**src/design/pkt_filter_pkg.sv**
```systemverilog
// Packet filter shared definitions

package pkt_filter_pkg;

  // Width of packet lengths and length limits
  localparam int LEN_W = 16;

  // Width of the packet counters
  localparam int CNT_W = 32;

  // APB word addresses
  typedef enum logic [7:0] {
    CTRL     = 8'h00,
    MIN_LEN  = 8'h04,
    MAX_LEN  = 8'h08,
    GOOD_CNT = 8'h0C,
    DROP_CNT = 8'h10
  } reg_addr_e;

  // Length checker position within a packet
  typedef enum logic {
    IDLE,
    IN_PKT
  } chk_state_e;

  // Length limits after reset
  localparam logic [LEN_W-1:0] MIN_LEN_RST = 16'd1;
  localparam logic [LEN_W-1:0] MAX_LEN_RST = 16'hFFFF;

endpackage
```
**src/design/pkt_filter_top.sv**
```systemverilog
// Packet filter top level

`timescale 1ns/1ps

module pkt_filter_top #(
  parameter int DATA_W     = 32,
  parameter int FIFO_DEPTH = 64
) (
  input  logic              clk,
  input  logic              i_rst_n,
  // Input stream
  input  logic [DATA_W-1:0] i_tdata,
  input  logic              i_tvalid,
  input  logic              i_tlast,
  input  logic              i_terror,
  output logic              o_tready,
  // Output stream
  output logic [DATA_W-1:0] o_tdata,
  output logic              o_tvalid,
  output logic              o_tlast,
  input  logic              i_tready,
  // APB
  input  logic              i_psel,
  input  logic              i_penable,
  input  logic              i_pwrite,
  input  logic [7:0]        i_paddr,
  input  logic [31:0]       i_pwdata,
  output logic [31:0]       o_prdata
);

  logic [pkt_filter_pkg::LEN_W-1:0] min_len;
  logic [pkt_filter_pkg::LEN_W-1:0] max_len;
  logic                             clear;
  logic                             pkt_commit;
  logic                             pkt_drop;
  logic                             drop;

  // FIFO to output stage
  logic [DATA_W-1:0] fifo_tdata;
  logic              fifo_tvalid;
  logic              fifo_tlast;
  logic              fifo_tready;

  pkt_filter_regs pkt_filter_regs_i (
    .clk          (clk),
    .i_rst_n      (i_rst_n),
    .i_psel       (i_psel),
    .i_penable    (i_penable),
    .i_pwrite     (i_pwrite),
    .i_paddr      (i_paddr),
    .i_pwdata     (i_pwdata),
    .o_prdata     (o_prdata),
    .o_min_len    (min_len),
    .o_max_len    (max_len),
    .o_clear      (clear),
    .i_pkt_commit (pkt_commit),
    .i_pkt_drop   (pkt_drop)
  );

  pkt_length_check pkt_length_check_i (
    .clk       (clk),
    .i_rst_n   (i_rst_n),
    .i_clear   (clear),
    .i_min_len (min_len),
    .i_max_len (max_len),
    .i_tvalid  (i_tvalid),
    .i_tlast   (i_tlast),
    .i_terror  (i_terror),
    .i_tready  (o_tready),
    .o_drop    (drop)
  );

  drop_packet_fifo #(
    .DATA_W     (DATA_W),
    .FIFO_DEPTH (FIFO_DEPTH)
  ) drop_packet_fifo_i (
    .clk          (clk),
    .i_rst_n      (i_rst_n),
    .i_clear      (clear),
    .i_tdata      (i_tdata),
    .i_tvalid     (i_tvalid),
    .i_tlast      (i_tlast),
    .i_drop       (drop),
    .o_tready     (o_tready),
    .o_tdata      (fifo_tdata),
    .o_tvalid     (fifo_tvalid),
    .o_tlast      (fifo_tlast),
    .i_tready     (fifo_tready),
    .o_pkt_commit (pkt_commit),
    .o_pkt_drop   (pkt_drop)
  );

  stream_out_reg #(
    .DATA_W (DATA_W)
  ) stream_out_reg_i (
    .clk      (clk),
    .i_rst_n  (i_rst_n),
    .i_clear  (clear),
    .i_tdata  (fifo_tdata),
    .i_tlast  (fifo_tlast),
    .i_tvalid (fifo_tvalid),
    .o_tready (fifo_tready),
    .o_tdata  (o_tdata),
    .o_tlast  (o_tlast),
    .o_tvalid (o_tvalid),
    .i_tready (i_tready)
  );

endmodule

```
**src/design/pkt_filter_regs.sv**
```systemverilog
// Packet filter APB registers

`timescale 1ns/1ps

module pkt_filter_regs (
  input  logic                             clk,
  input  logic                             i_rst_n,
  // APB slave, no wait states
  input  logic                             i_psel,
  input  logic                             i_penable,
  input  logic                             i_pwrite,
  input  logic [7:0]                       i_paddr,
  input  logic [31:0]                      i_pwdata,
  output logic [31:0]                      o_prdata,
  // Control to the data path
  output logic [pkt_filter_pkg::LEN_W-1:0] o_min_len,
  output logic [pkt_filter_pkg::LEN_W-1:0] o_max_len,
  output logic                             o_clear,
  // Status from the FIFO
  input  logic                             i_pkt_commit,
  input  logic                             i_pkt_drop
);

  localparam int LW = pkt_filter_pkg::LEN_W;

  pkt_filter_pkg::reg_addr_e        addr;
  logic                             wr_en;
  logic [pkt_filter_pkg::CNT_W-1:0] good_cnt;
  logic [pkt_filter_pkg::CNT_W-1:0] drop_cnt;

  assign addr  = pkt_filter_pkg::reg_addr_e'(i_paddr);
  assign wr_en = i_psel & i_penable & i_pwrite;

  // Length limits
  always_ff @(posedge clk) begin
    if (!i_rst_n) begin
      o_min_len <= pkt_filter_pkg::MIN_LEN_RST;
      o_max_len <= pkt_filter_pkg::MAX_LEN_RST;
    end else if (wr_en) begin
      case (addr)
        pkt_filter_pkg::MIN_LEN: o_min_len <= i_pwdata[LW-1:0];
        pkt_filter_pkg::MAX_LEN: o_max_len <= i_pwdata[LW-1:0];
        default: ;
      endcase
    end
  end

  // One-cycle clear from CTRL bit 0
  always_ff @(posedge clk) begin
    if (!i_rst_n) begin
      o_clear <= 1'b0;
    end else begin
      o_clear <= wr_en && (addr == pkt_filter_pkg::CTRL) && i_pwdata[0];
    end
  end

  // Packet counters, free running and wrapping
  always_ff @(posedge clk) begin
    if (!i_rst_n || o_clear) begin
      good_cnt <= '0;
      drop_cnt <= '0;
    end else begin
      if (i_pkt_commit) begin
        good_cnt <= good_cnt + 1'b1;
      end
      if (i_pkt_drop) begin
        drop_cnt <= drop_cnt + 1'b1;
      end
    end
  end

  // Read mux, CTRL and unknown addresses read zero
  always_comb begin
    o_prdata = '0;
    if (i_psel && !i_pwrite) begin
      case (addr)
        pkt_filter_pkg::MIN_LEN:  o_prdata = {{(32-LW){1'b0}}, o_min_len};
        pkt_filter_pkg::MAX_LEN:  o_prdata = {{(32-LW){1'b0}}, o_max_len};
        pkt_filter_pkg::GOOD_CNT: o_prdata = good_cnt;
        pkt_filter_pkg::DROP_CNT: o_prdata = drop_cnt;
        default:                  o_prdata = '0;
      endcase
    end
  end

endmodule

```
**src/design/stream_out_reg.sv**
```systemverilog
// Two-entry stream output register

`timescale 1ns/1ps

module stream_out_reg #(
  parameter int DATA_W = 32
) (
  input  logic              clk,
  input  logic              i_rst_n,
  input  logic              i_clear,
  input  logic [DATA_W-1:0] i_tdata,
  input  logic              i_tlast,
  input  logic              i_tvalid,
  output logic              o_tready,
  output logic [DATA_W-1:0] o_tdata,
  output logic              o_tlast,
  output logic              o_tvalid,
  input  logic              i_tready
);

  // Skid entry, occupied whenever o_tready is low
  logic [DATA_W-1:0] skid_data;
  logic              skid_last;

  logic load_main_in;
  logic load_skid;
  logic load_main_skid;

  assign load_main_in   = o_tready & (~o_tvalid | i_tready);
  assign load_skid      = o_tready & o_tvalid & ~i_tready & i_tvalid;
  assign load_main_skid = ~o_tready & i_tready;

  always_ff @(posedge clk) begin
    if (!i_rst_n || i_clear) begin
      o_tvalid <= 1'b0;
      o_tready <= 1'b1;
    end else if (load_main_in) begin
      o_tvalid <= i_tvalid;
    end else if (load_skid) begin
      o_tready <= 1'b0;
    end else if (load_main_skid) begin
      // Main stays valid with the skid contents
      o_tready <= 1'b1;
    end
  end

  always_ff @(posedge clk) begin
    if (load_main_in) begin
      o_tdata <= i_tdata;
      o_tlast <= i_tlast;
    end else if (load_main_skid) begin
      o_tdata <= skid_data;
      o_tlast <= skid_last;
    end
    if (load_skid) begin
      skid_data <= i_tdata;
      skid_last <= i_tlast;
    end
  end

endmodule

```
**src/design/drop_packet_fifo.sv**
```systemverilog
// Packet FIFO with drop on rewind

`timescale 1ns/1ps

module drop_packet_fifo #(
  parameter int DATA_W     = 32,
  parameter int FIFO_DEPTH = 64
) (
  input  logic              clk,
  input  logic              i_rst_n,
  input  logic              i_clear,
  // Input stream
  input  logic [DATA_W-1:0] i_tdata,
  input  logic              i_tvalid,
  input  logic              i_tlast,
  input  logic              i_drop,
  output logic              o_tready,
  // Output stream
  output logic [DATA_W-1:0] o_tdata,
  output logic              o_tvalid,
  output logic              o_tlast,
  input  logic              i_tready,
  // Packet status pulses
  output logic              o_pkt_commit,
  output logic              o_pkt_drop
);

  localparam int AW = $clog2(FIFO_DEPTH);

  // Each word keeps last above the data
  logic [DATA_W:0] mem [FIFO_DEPTH];

  // Pointers carry one extra wrap bit
  logic [AW:0]     wr_ptr;
  logic [AW:0]     start_ptr;
  logic [AW:0]     rd_ptr;

  // Packets committed by the writer and released by the reader
  logic [AW:0]     in_pkt_cnt;
  logic [AW:0]     out_pkt_cnt;

  logic            full;
  logic            empty;
  logic            hold;
  logic            wr_en;
  logic            rd_en;
  logic [DATA_W:0] rd_word;

  assign full  = (wr_ptr[AW] != rd_ptr[AW]) && (wr_ptr[AW-1:0] == rd_ptr[AW-1:0]);
  assign empty = (wr_ptr == rd_ptr);

  // Nothing leaves until a whole good packet sits in memory
  assign hold  = (in_pkt_cnt == out_pkt_cnt);

  assign o_tready = ~full;
  assign wr_en    = i_tvalid & ~full;
  assign rd_en    = ~empty & ~hold & i_tready;
  assign rd_word  = mem[rd_ptr[AW-1:0]];

  assign o_pkt_commit = wr_en & i_tlast & ~i_drop;
  assign o_pkt_drop   = wr_en & i_tlast & i_drop;

  always_ff @(posedge clk) begin
    if (wr_en) begin
      mem[wr_ptr[AW-1:0]] <= {i_tlast, i_tdata};
    end
  end

  // Write side
  always_ff @(posedge clk) begin
    if (!i_rst_n || i_clear) begin
      wr_ptr     <= '0;
      start_ptr  <= '0;
      in_pkt_cnt <= '0;
    end else if (wr_en) begin
      if (i_tlast && i_drop) begin
        // Bad packet, back to where it began
        wr_ptr <= start_ptr;
      end else if (i_tlast) begin
        wr_ptr     <= wr_ptr + 1'b1;
        start_ptr  <= wr_ptr + 1'b1;
        in_pkt_cnt <= in_pkt_cnt + 1'b1;
      end else begin
        wr_ptr <= wr_ptr + 1'b1;
      end
    end
  end

  // Read side
  always_ff @(posedge clk) begin
    if (!i_rst_n || i_clear) begin
      rd_ptr      <= '0;
      out_pkt_cnt <= '0;
      o_tvalid    <= 1'b0;
    end else begin
      if (i_tready) begin
        o_tvalid <= ~empty & ~hold;
      end
      if (rd_en) begin
        rd_ptr <= rd_ptr + 1'b1;
      end
      // A packet counts as released once its last word is read
      if (rd_en && rd_word[DATA_W]) begin
        out_pkt_cnt <= out_pkt_cnt + 1'b1;
      end
    end
  end

  // Registered memory read
  always_ff @(posedge clk) begin
    if (i_tready) begin
      o_tdata <= rd_word[DATA_W-1:0];
      o_tlast <= rd_word[DATA_W];
    end
  end

endmodule

```
**src/design/pkt_length_check.sv**
```systemverilog
// Packet length checker

`timescale 1ns/1ps

module pkt_length_check (
  input  logic                            clk,
  input  logic                            i_rst_n,
  input  logic                            i_clear,
  input  logic [pkt_filter_pkg::LEN_W-1:0] i_min_len,
  input  logic [pkt_filter_pkg::LEN_W-1:0] i_max_len,
  input  logic                            i_tvalid,
  input  logic                            i_tlast,
  input  logic                            i_terror,
  input  logic                            i_tready,
  output logic                            o_drop
);

  localparam int LW = pkt_filter_pkg::LEN_W;

  pkt_filter_pkg::chk_state_e state;
  logic [LW-1:0]              beat_cnt;
  logic [LW:0]                cur_len;
  logic                       beat;
  logic                       too_short;
  logic                       too_long;

  assign beat = i_tvalid & i_tready;

  // Length including the beat now on the bus
  assign cur_len = (state == pkt_filter_pkg::IN_PKT) ? {1'b0, beat_cnt} + 1'b1
                                                       : {{LW{1'b0}}, 1'b1};

  assign too_short = cur_len < {1'b0, i_min_len};
  assign too_long  = cur_len > {1'b0, i_max_len};

  // Decision only matters on the last beat
  assign o_drop = i_tvalid & i_tlast & (too_short | too_long | i_terror);

  always_ff @(posedge clk) begin
    if (!i_rst_n || i_clear) begin
      state    <= pkt_filter_pkg::IDLE;
      beat_cnt <= '0;
    end else if (beat) begin
      if (i_tlast) begin
        state    <= pkt_filter_pkg::IDLE;
        beat_cnt <= '0;
      end else begin
        state    <= pkt_filter_pkg::IN_PKT;
        beat_cnt <= cur_len[LW-1:0];
      end
    end
  end

endmodule

```
**config.mk**
```make
export PLATFORM = sky130hd
export DESIGN_NAME = pkt_filter_top
export DESIGN_NICKNAME = d
export VERILOG_FILES = /design/src/design/pkt_filter_pkg.sv /design/src/design/pkt_filter_top.sv /design/src/design/pkt_filter_regs.sv /design/src/design/stream_out_reg.sv /design/src/design/drop_packet_fifo.sv /design/src/design/pkt_length_check.sv
export SDC_FILE = /design/constraint.sdc
export NUM_CORES = 2
export LEC_CHECK = 0
export ABC_AREA = 0
export BUFFER_PORTS_ARGS = -buffer_cell sky130_fd_sc_hd__buf_2
export CAP_MARGIN = 25
export CORE_MARGIN = 2
export CORE_UTILIZATION = 40
export DETAILED_ROUTE_END_ITERATION = 12
export GPL_TIMING_DRIVEN = 0
export PLACE_DENSITY_LB_ADDON = 0.25
export SYNTH_ARGS = -nofsm -noshare
export SYNTH_HDL_FRONTEND = slang
export SYNTH_HIERARCHICAL = 1
export SYNTH_SLANG_ARGS = --single-unit
```
**constraint.sdc**
```tcl
create_clock -name clk -period 8.3 [get_ports clk]
set_clock_uncertainty 0.1 [all_clocks]
set_input_delay 2.075 -clock clk [delete_from_list [all_inputs] [get_ports clk]]
set_output_delay 2.075 -clock clk [all_outputs]
set_load 0.02 [all_outputs]
```
==> results.txt <==
The run finished with clean final reports. Derived from the worst setup path, the maximum achievable clock frequency is 0.1441 GHz. In this run the static leakage power is 33.02 nW. The cell family contributing the most delay on the critical path is simple AND/OR/NAND/NOR gates.

STA puts the critical path data arrival time at 7.60 ns. TritonCTS built the clock tree. The placed standard-cell area came out at 99780 um2. STA classifies the critical path endpoint as a flip-flop. After the flow finishes, the layout carries non-filler instances totaling 8106. Entering global routing, the biggest net connects 65 pins. Setup repair after global routing left no endpoint under its margin. The die boundary width was 485.4 um; the number of DRC markers after the initial detailed-route iteration was 5921.

The run gives 230100 um2 as the core area. The clock tree synthesis step divided the H-tree into 4 levels. The compound-cell area share of the yosys netlist was 1.820%; the half-perimeter wire length of the detailed placement result was 169000 um. The number of clock buffers added by TritonCTS is 231. For this run, the register share of the synthesized area comes to 75.04%. Summing all multi-input logic gate instances after layout gives 22340 um2. The number of setup violations in the final report is 0. After detailed routing, the average wire length per cell comes to 30.79 um. The count of pins on the block boundary is 148.

Dividing total power by cell area gives a power density of 242.0 nW/um2. Maximum vdd ir drop: 0.2074 mV. The detailed router placed 46570 vias in this run. The logs give 2369 for the number of clock sinks seen by CTS and 18830 for the fill cell instance count of the final layout. In this run, post-CTS repair resized a total of 0 instances. Input and output buffers added on the ports amount to 131. In this run, synthesis produced a sequential element count of 2369. At the pin with the least slew margin, the transition time is 1.097 ns. Counting every net in the synthesized netlist gives 4483. The post-route cell area is 107900 um2, and the buffers plus inverters on the worst setup path is 5.

Among the stages of the critical path, the cell type that occurs most often is sky130_fd_sc_hd__clkbuf_1. The tools report the synthesized cell area as 92690 um2. Global routing finished with a remaining overflow of 0. Final net count: 4988. For the sum of negative setup slack, the log shows 0 ns. Counting flops with a built-in enable in the synthesized netlist gives 2211.

The count of nets left with antenna violations once routing finished came out at 0. At the placement stage, the worst setup path has a slack of 1.344 ns. Summing the areas of all xor and xnor instances in the mapped netlist gives 0.6237% of the synthesized area.

Cells fill 46.89% of the core in the end. Traced cell by cell, the critical path runs through ha_1 > clkbuf_1 > nand3_1 > nor4_4 > nand3_2 > xor2_1 > nor2_1 > ha_1 > nand3_1 > nor3_1 > or4_1 > a221oi_1 > o211ai_1 > nand2b_1 > a311oi_1 > clkbuf_1 > buf_2 > buf_2 > and4_1 > clkbuf_1 > nand4_1 > or4_1 > a21oi_1. The die outline area was 235600 um2. Startpoint type of the worst setup path: a flip-flop. Across every metal layer, demand over resource in global routing totals 21.11%.

The total area of sequential cells was 69560 um2; the least setup slack across all paths after layout was 1.361 ns. The share of synthesized flip-flops with an asynchronous set or reset is 0%, and the power consumption is 26.11 mW. The routed design has 249600 um of wire.

After clock tree synthesis, the clock-pin slew on the worst setup and hold paths is 0.06 ns. The adder-cell share of the synthesized area was 0.5130%; the area growth from synthesis to final layout was 16.41%. The data required time of the critical path came out at 8.96 ns. The number of global-route vias before repair came out at 46220.

The number of setup buffers added after CTS is 0. After layout, the minimum clock period comes to 6.939 ns. By area, the combinational part of the netlist is dominated by multiplexers.

Final hold analysis gives a worst-case slack of 0.3518 ns. In this run the worst path has a maximum fanout of 10. For the worst relative slew slack, the log shows 26.90%.

The number of placement rows was 176; the number of vias per cell was 5.745. The clock passes through at most 3 buffers. The tools report the count of pins over their slew limit as 0. The number of distinct standard cells referenced by the synthesized netlist came out at 65. The average instance in the mapped netlist occupies 21.24 um2.

At the end of routability-driven placement, the weighted congestion stood at 0.8295. The final number of hold-violating endpoints came out at 0. The worst setup path is of the flip-flop to flip-flop kind. The floorplan step set the die height to 485.4 um. The critical path's largest stage delay was 0.59 ns; the insertion delay of the later-clocked pin in the worst-skew pair was 0.87 ns. Of the total synthesized cell area, the portion taken by AND, OR, NAND and NOR gates is 3.080%.

The number of antenna violations at the first check in global routing was 16; the proportion of synthesized area in mux cells was 17.54%. For the number of maximum-capacitance constraint violations, the log shows 0. The tree is rooted in a sky130_fd_sc_hd__clkbuf_16. DRC violations left: 0.

The synthesized netlist cell count was 4364. The tightest min-delay check is of the flip-flop to flip-flop type. Among all flip-flop cells after synthesis, the most frequent one is sky130_fd_sc_hd__edfxtp_1. In this run, post-CTS hold repair placed 0 buffers. Cells with a size suffix above 1 make up 29.69% of the layout.

The run gives 40.28% as the initial core utilization. Cell type of the slowest stage on the worst timing path: sky130_fd_sc_hd__or4_1. The logs give 7634 for the number of instances in the placed design and 6 for the total number of yosys warnings. The first global-routing pass estimated 352500 um of wire. Dividing the final minimum period by the clock period gives 83.61%. The first detailed-routing pass took 5 iterations.
[where the power goes]
group	leakage, nW	switching (mW)	internal (mW)
sequential	21.3	0.0654	13.2
clock	3.69	4.54	5.92
combinational	8.06	1.34	1.05
[metal layers]
layer,track usage (%),vias to the layer above,wire length (um)
met2,34.00,1752,120300
met5,0,-,66
met3,3.687,334,17890
met1,29.57,25140,103400
li1,-,19330,-
met4,6.268,10,7952
[cells by family after synthesis]
logic type | Yosys count
adder cells (fa/ha/maj) | 38
AND/OR/NAND/NOR | 568
buffers and inverters | 286
XOR/XNOR | 66
flip-flops | 2369
AO/OA/AOI/OAI | 259
multiplexers | 778
[area by class of cell]
cell class / instances / share of cell area, %
flip-flops and latches: 2369 / 64.47
multi-input cells: 1709 / 20.70
clock buffers: 285 / 5.666
well taps: 3026 / 3.509
repair buffers: 272 / 3.101
clock inverters: 151 / 1.347
plain buffers: 235 / 1.012
inverters: 51 / 0.1774
diodes: 8 / 0.01855
[Yosys cell counts (46+ instances only)]
cell | n | area share, %
sky130_fd_sc_hd__buf_2 | 71 | 0.38
sky130_fd_sc_hd__mux2i_1 | 64 | 0.69
sky130_fd_sc_hd__nand2_1 | 114 | 0.46
sky130_fd_sc_hd__nand3_1 | 57 | 0.31
sky130_fd_sc_hd__mux4_2 | 672 | 16
sky130_fd_sc_hd__o21ai_0 | 46 | 0.25
sky130_fd_sc_hd__a21oi_1 | 68 | 0.37
sky130_fd_sc_hd__inv_1 | 50 | 0.20
sky130_fd_sc_hd__edfxtp_1 | 2211 | 72
sky130_fd_sc_hd__dfxtp_1 | 158 | 3.4
sky130_fd_sc_hd__nor2_1 | 195 | 0.79
sky130_fd_sc_hd__clkbuf_1 | 112 | 0.45
[state kept, by name, indices dropped and copies added, names as in the netlist, 16 cells and up, named ones only]
| signal | count |
|---|---|
| pkt_length_check_i/beat_cnt | 16 |
| pkt_filter_regs_i/drop_cnt | 32 |
| drop_packet_fifo_i/o_tdata | 32 |
| pkt_filter_regs_i/o_max_len | 16 |
| pkt_filter_regs_i/good_cnt | 32 |
| drop_packet_fifo_i/mem | 2112 |
| stream_out_reg_i/skid_data | 32 |
| pkt_filter_regs_i/o_min_len | 16 |
| stream_out_reg_i/o_tdata | 32 |
[final timing paths]
check | startpoint | to | slack (ns) | depth (start not counted)
setup / recovery | pkt_length_check_i/beat_cnt[0]$_SDFFE_PP0P_ | pkt_filter_regs_i/good_cnt[31]$_SDFFE_PP0P_ | 1.36 | 23
hold / removal | drop_packet_fifo_i/o_tdata[9]$_DFFE_PP_ | stream_out_reg_i/skid_data[9]$_DFFE_PN_ | 0.35 | 0
setup reg to reg | pkt_length_check_i/beat_cnt[0]$_SDFFE_PP0P_ | pkt_filter_regs_i/good_cnt[31]$_SDFFE_PP0P_ | 1.36 | 23
hold reg to reg | drop_packet_fifo_i/o_tdata[9]$_DFFE_PP_ | stream_out_reg_i/skid_data[9]$_DFFE_PN_ | 0.35 | 0
[cell usage in the layout, fill, tap and decap left out, types with 38 or more instances in the layout]
cell | synthesis | layout
sky130_fd_sc_hd__edfxtp_1 | 2211 | 2211
sky130_fd_sc_hd__mux4_2 | 672 | 672
sky130_fd_sc_hd__clkbuf_16 | 0 | 236
sky130_fd_sc_hd__buf_2 | 71 | 202
sky130_fd_sc_hd__dfxtp_1 | 158 | 157
sky130_fd_sc_hd__clkbuf_1 | 112 | 155
sky130_fd_sc_hd__nor2_1 | 195 | 132
sky130_fd_sc_hd__nand2_1 | 114 | 114
sky130_fd_sc_hd__buf_12 | 0 | 99
sky130_fd_sc_hd__a21oi_1 | 68 | 68
sky130_fd_sc_hd__mux2i_1 | 64 | 64
sky130_fd_sc_hd__nor2_4 | 0 | 63
sky130_fd_sc_hd__nand3_1 | 57 | 57
sky130_fd_sc_hd__clkinv_2 | 0 | 55
sky130_fd_sc_hd__inv_1 | 50 | 50
sky130_fd_sc_hd__clkinv_1 | 0 | 47
sky130_fd_sc_hd__o21ai_0 | 46 | 45
sky130_fd_sc_hd__a22oi_1 | 44 | 44
sky130_fd_sc_hd__mux2_2 | 40 | 40
sky130_fd_sc_hd__nand4_1 | 39 | 39
sky130_fd_sc_hd__ha_1 | 38 | 38
No activity file was read; power rests on OpenSTA's default activity.
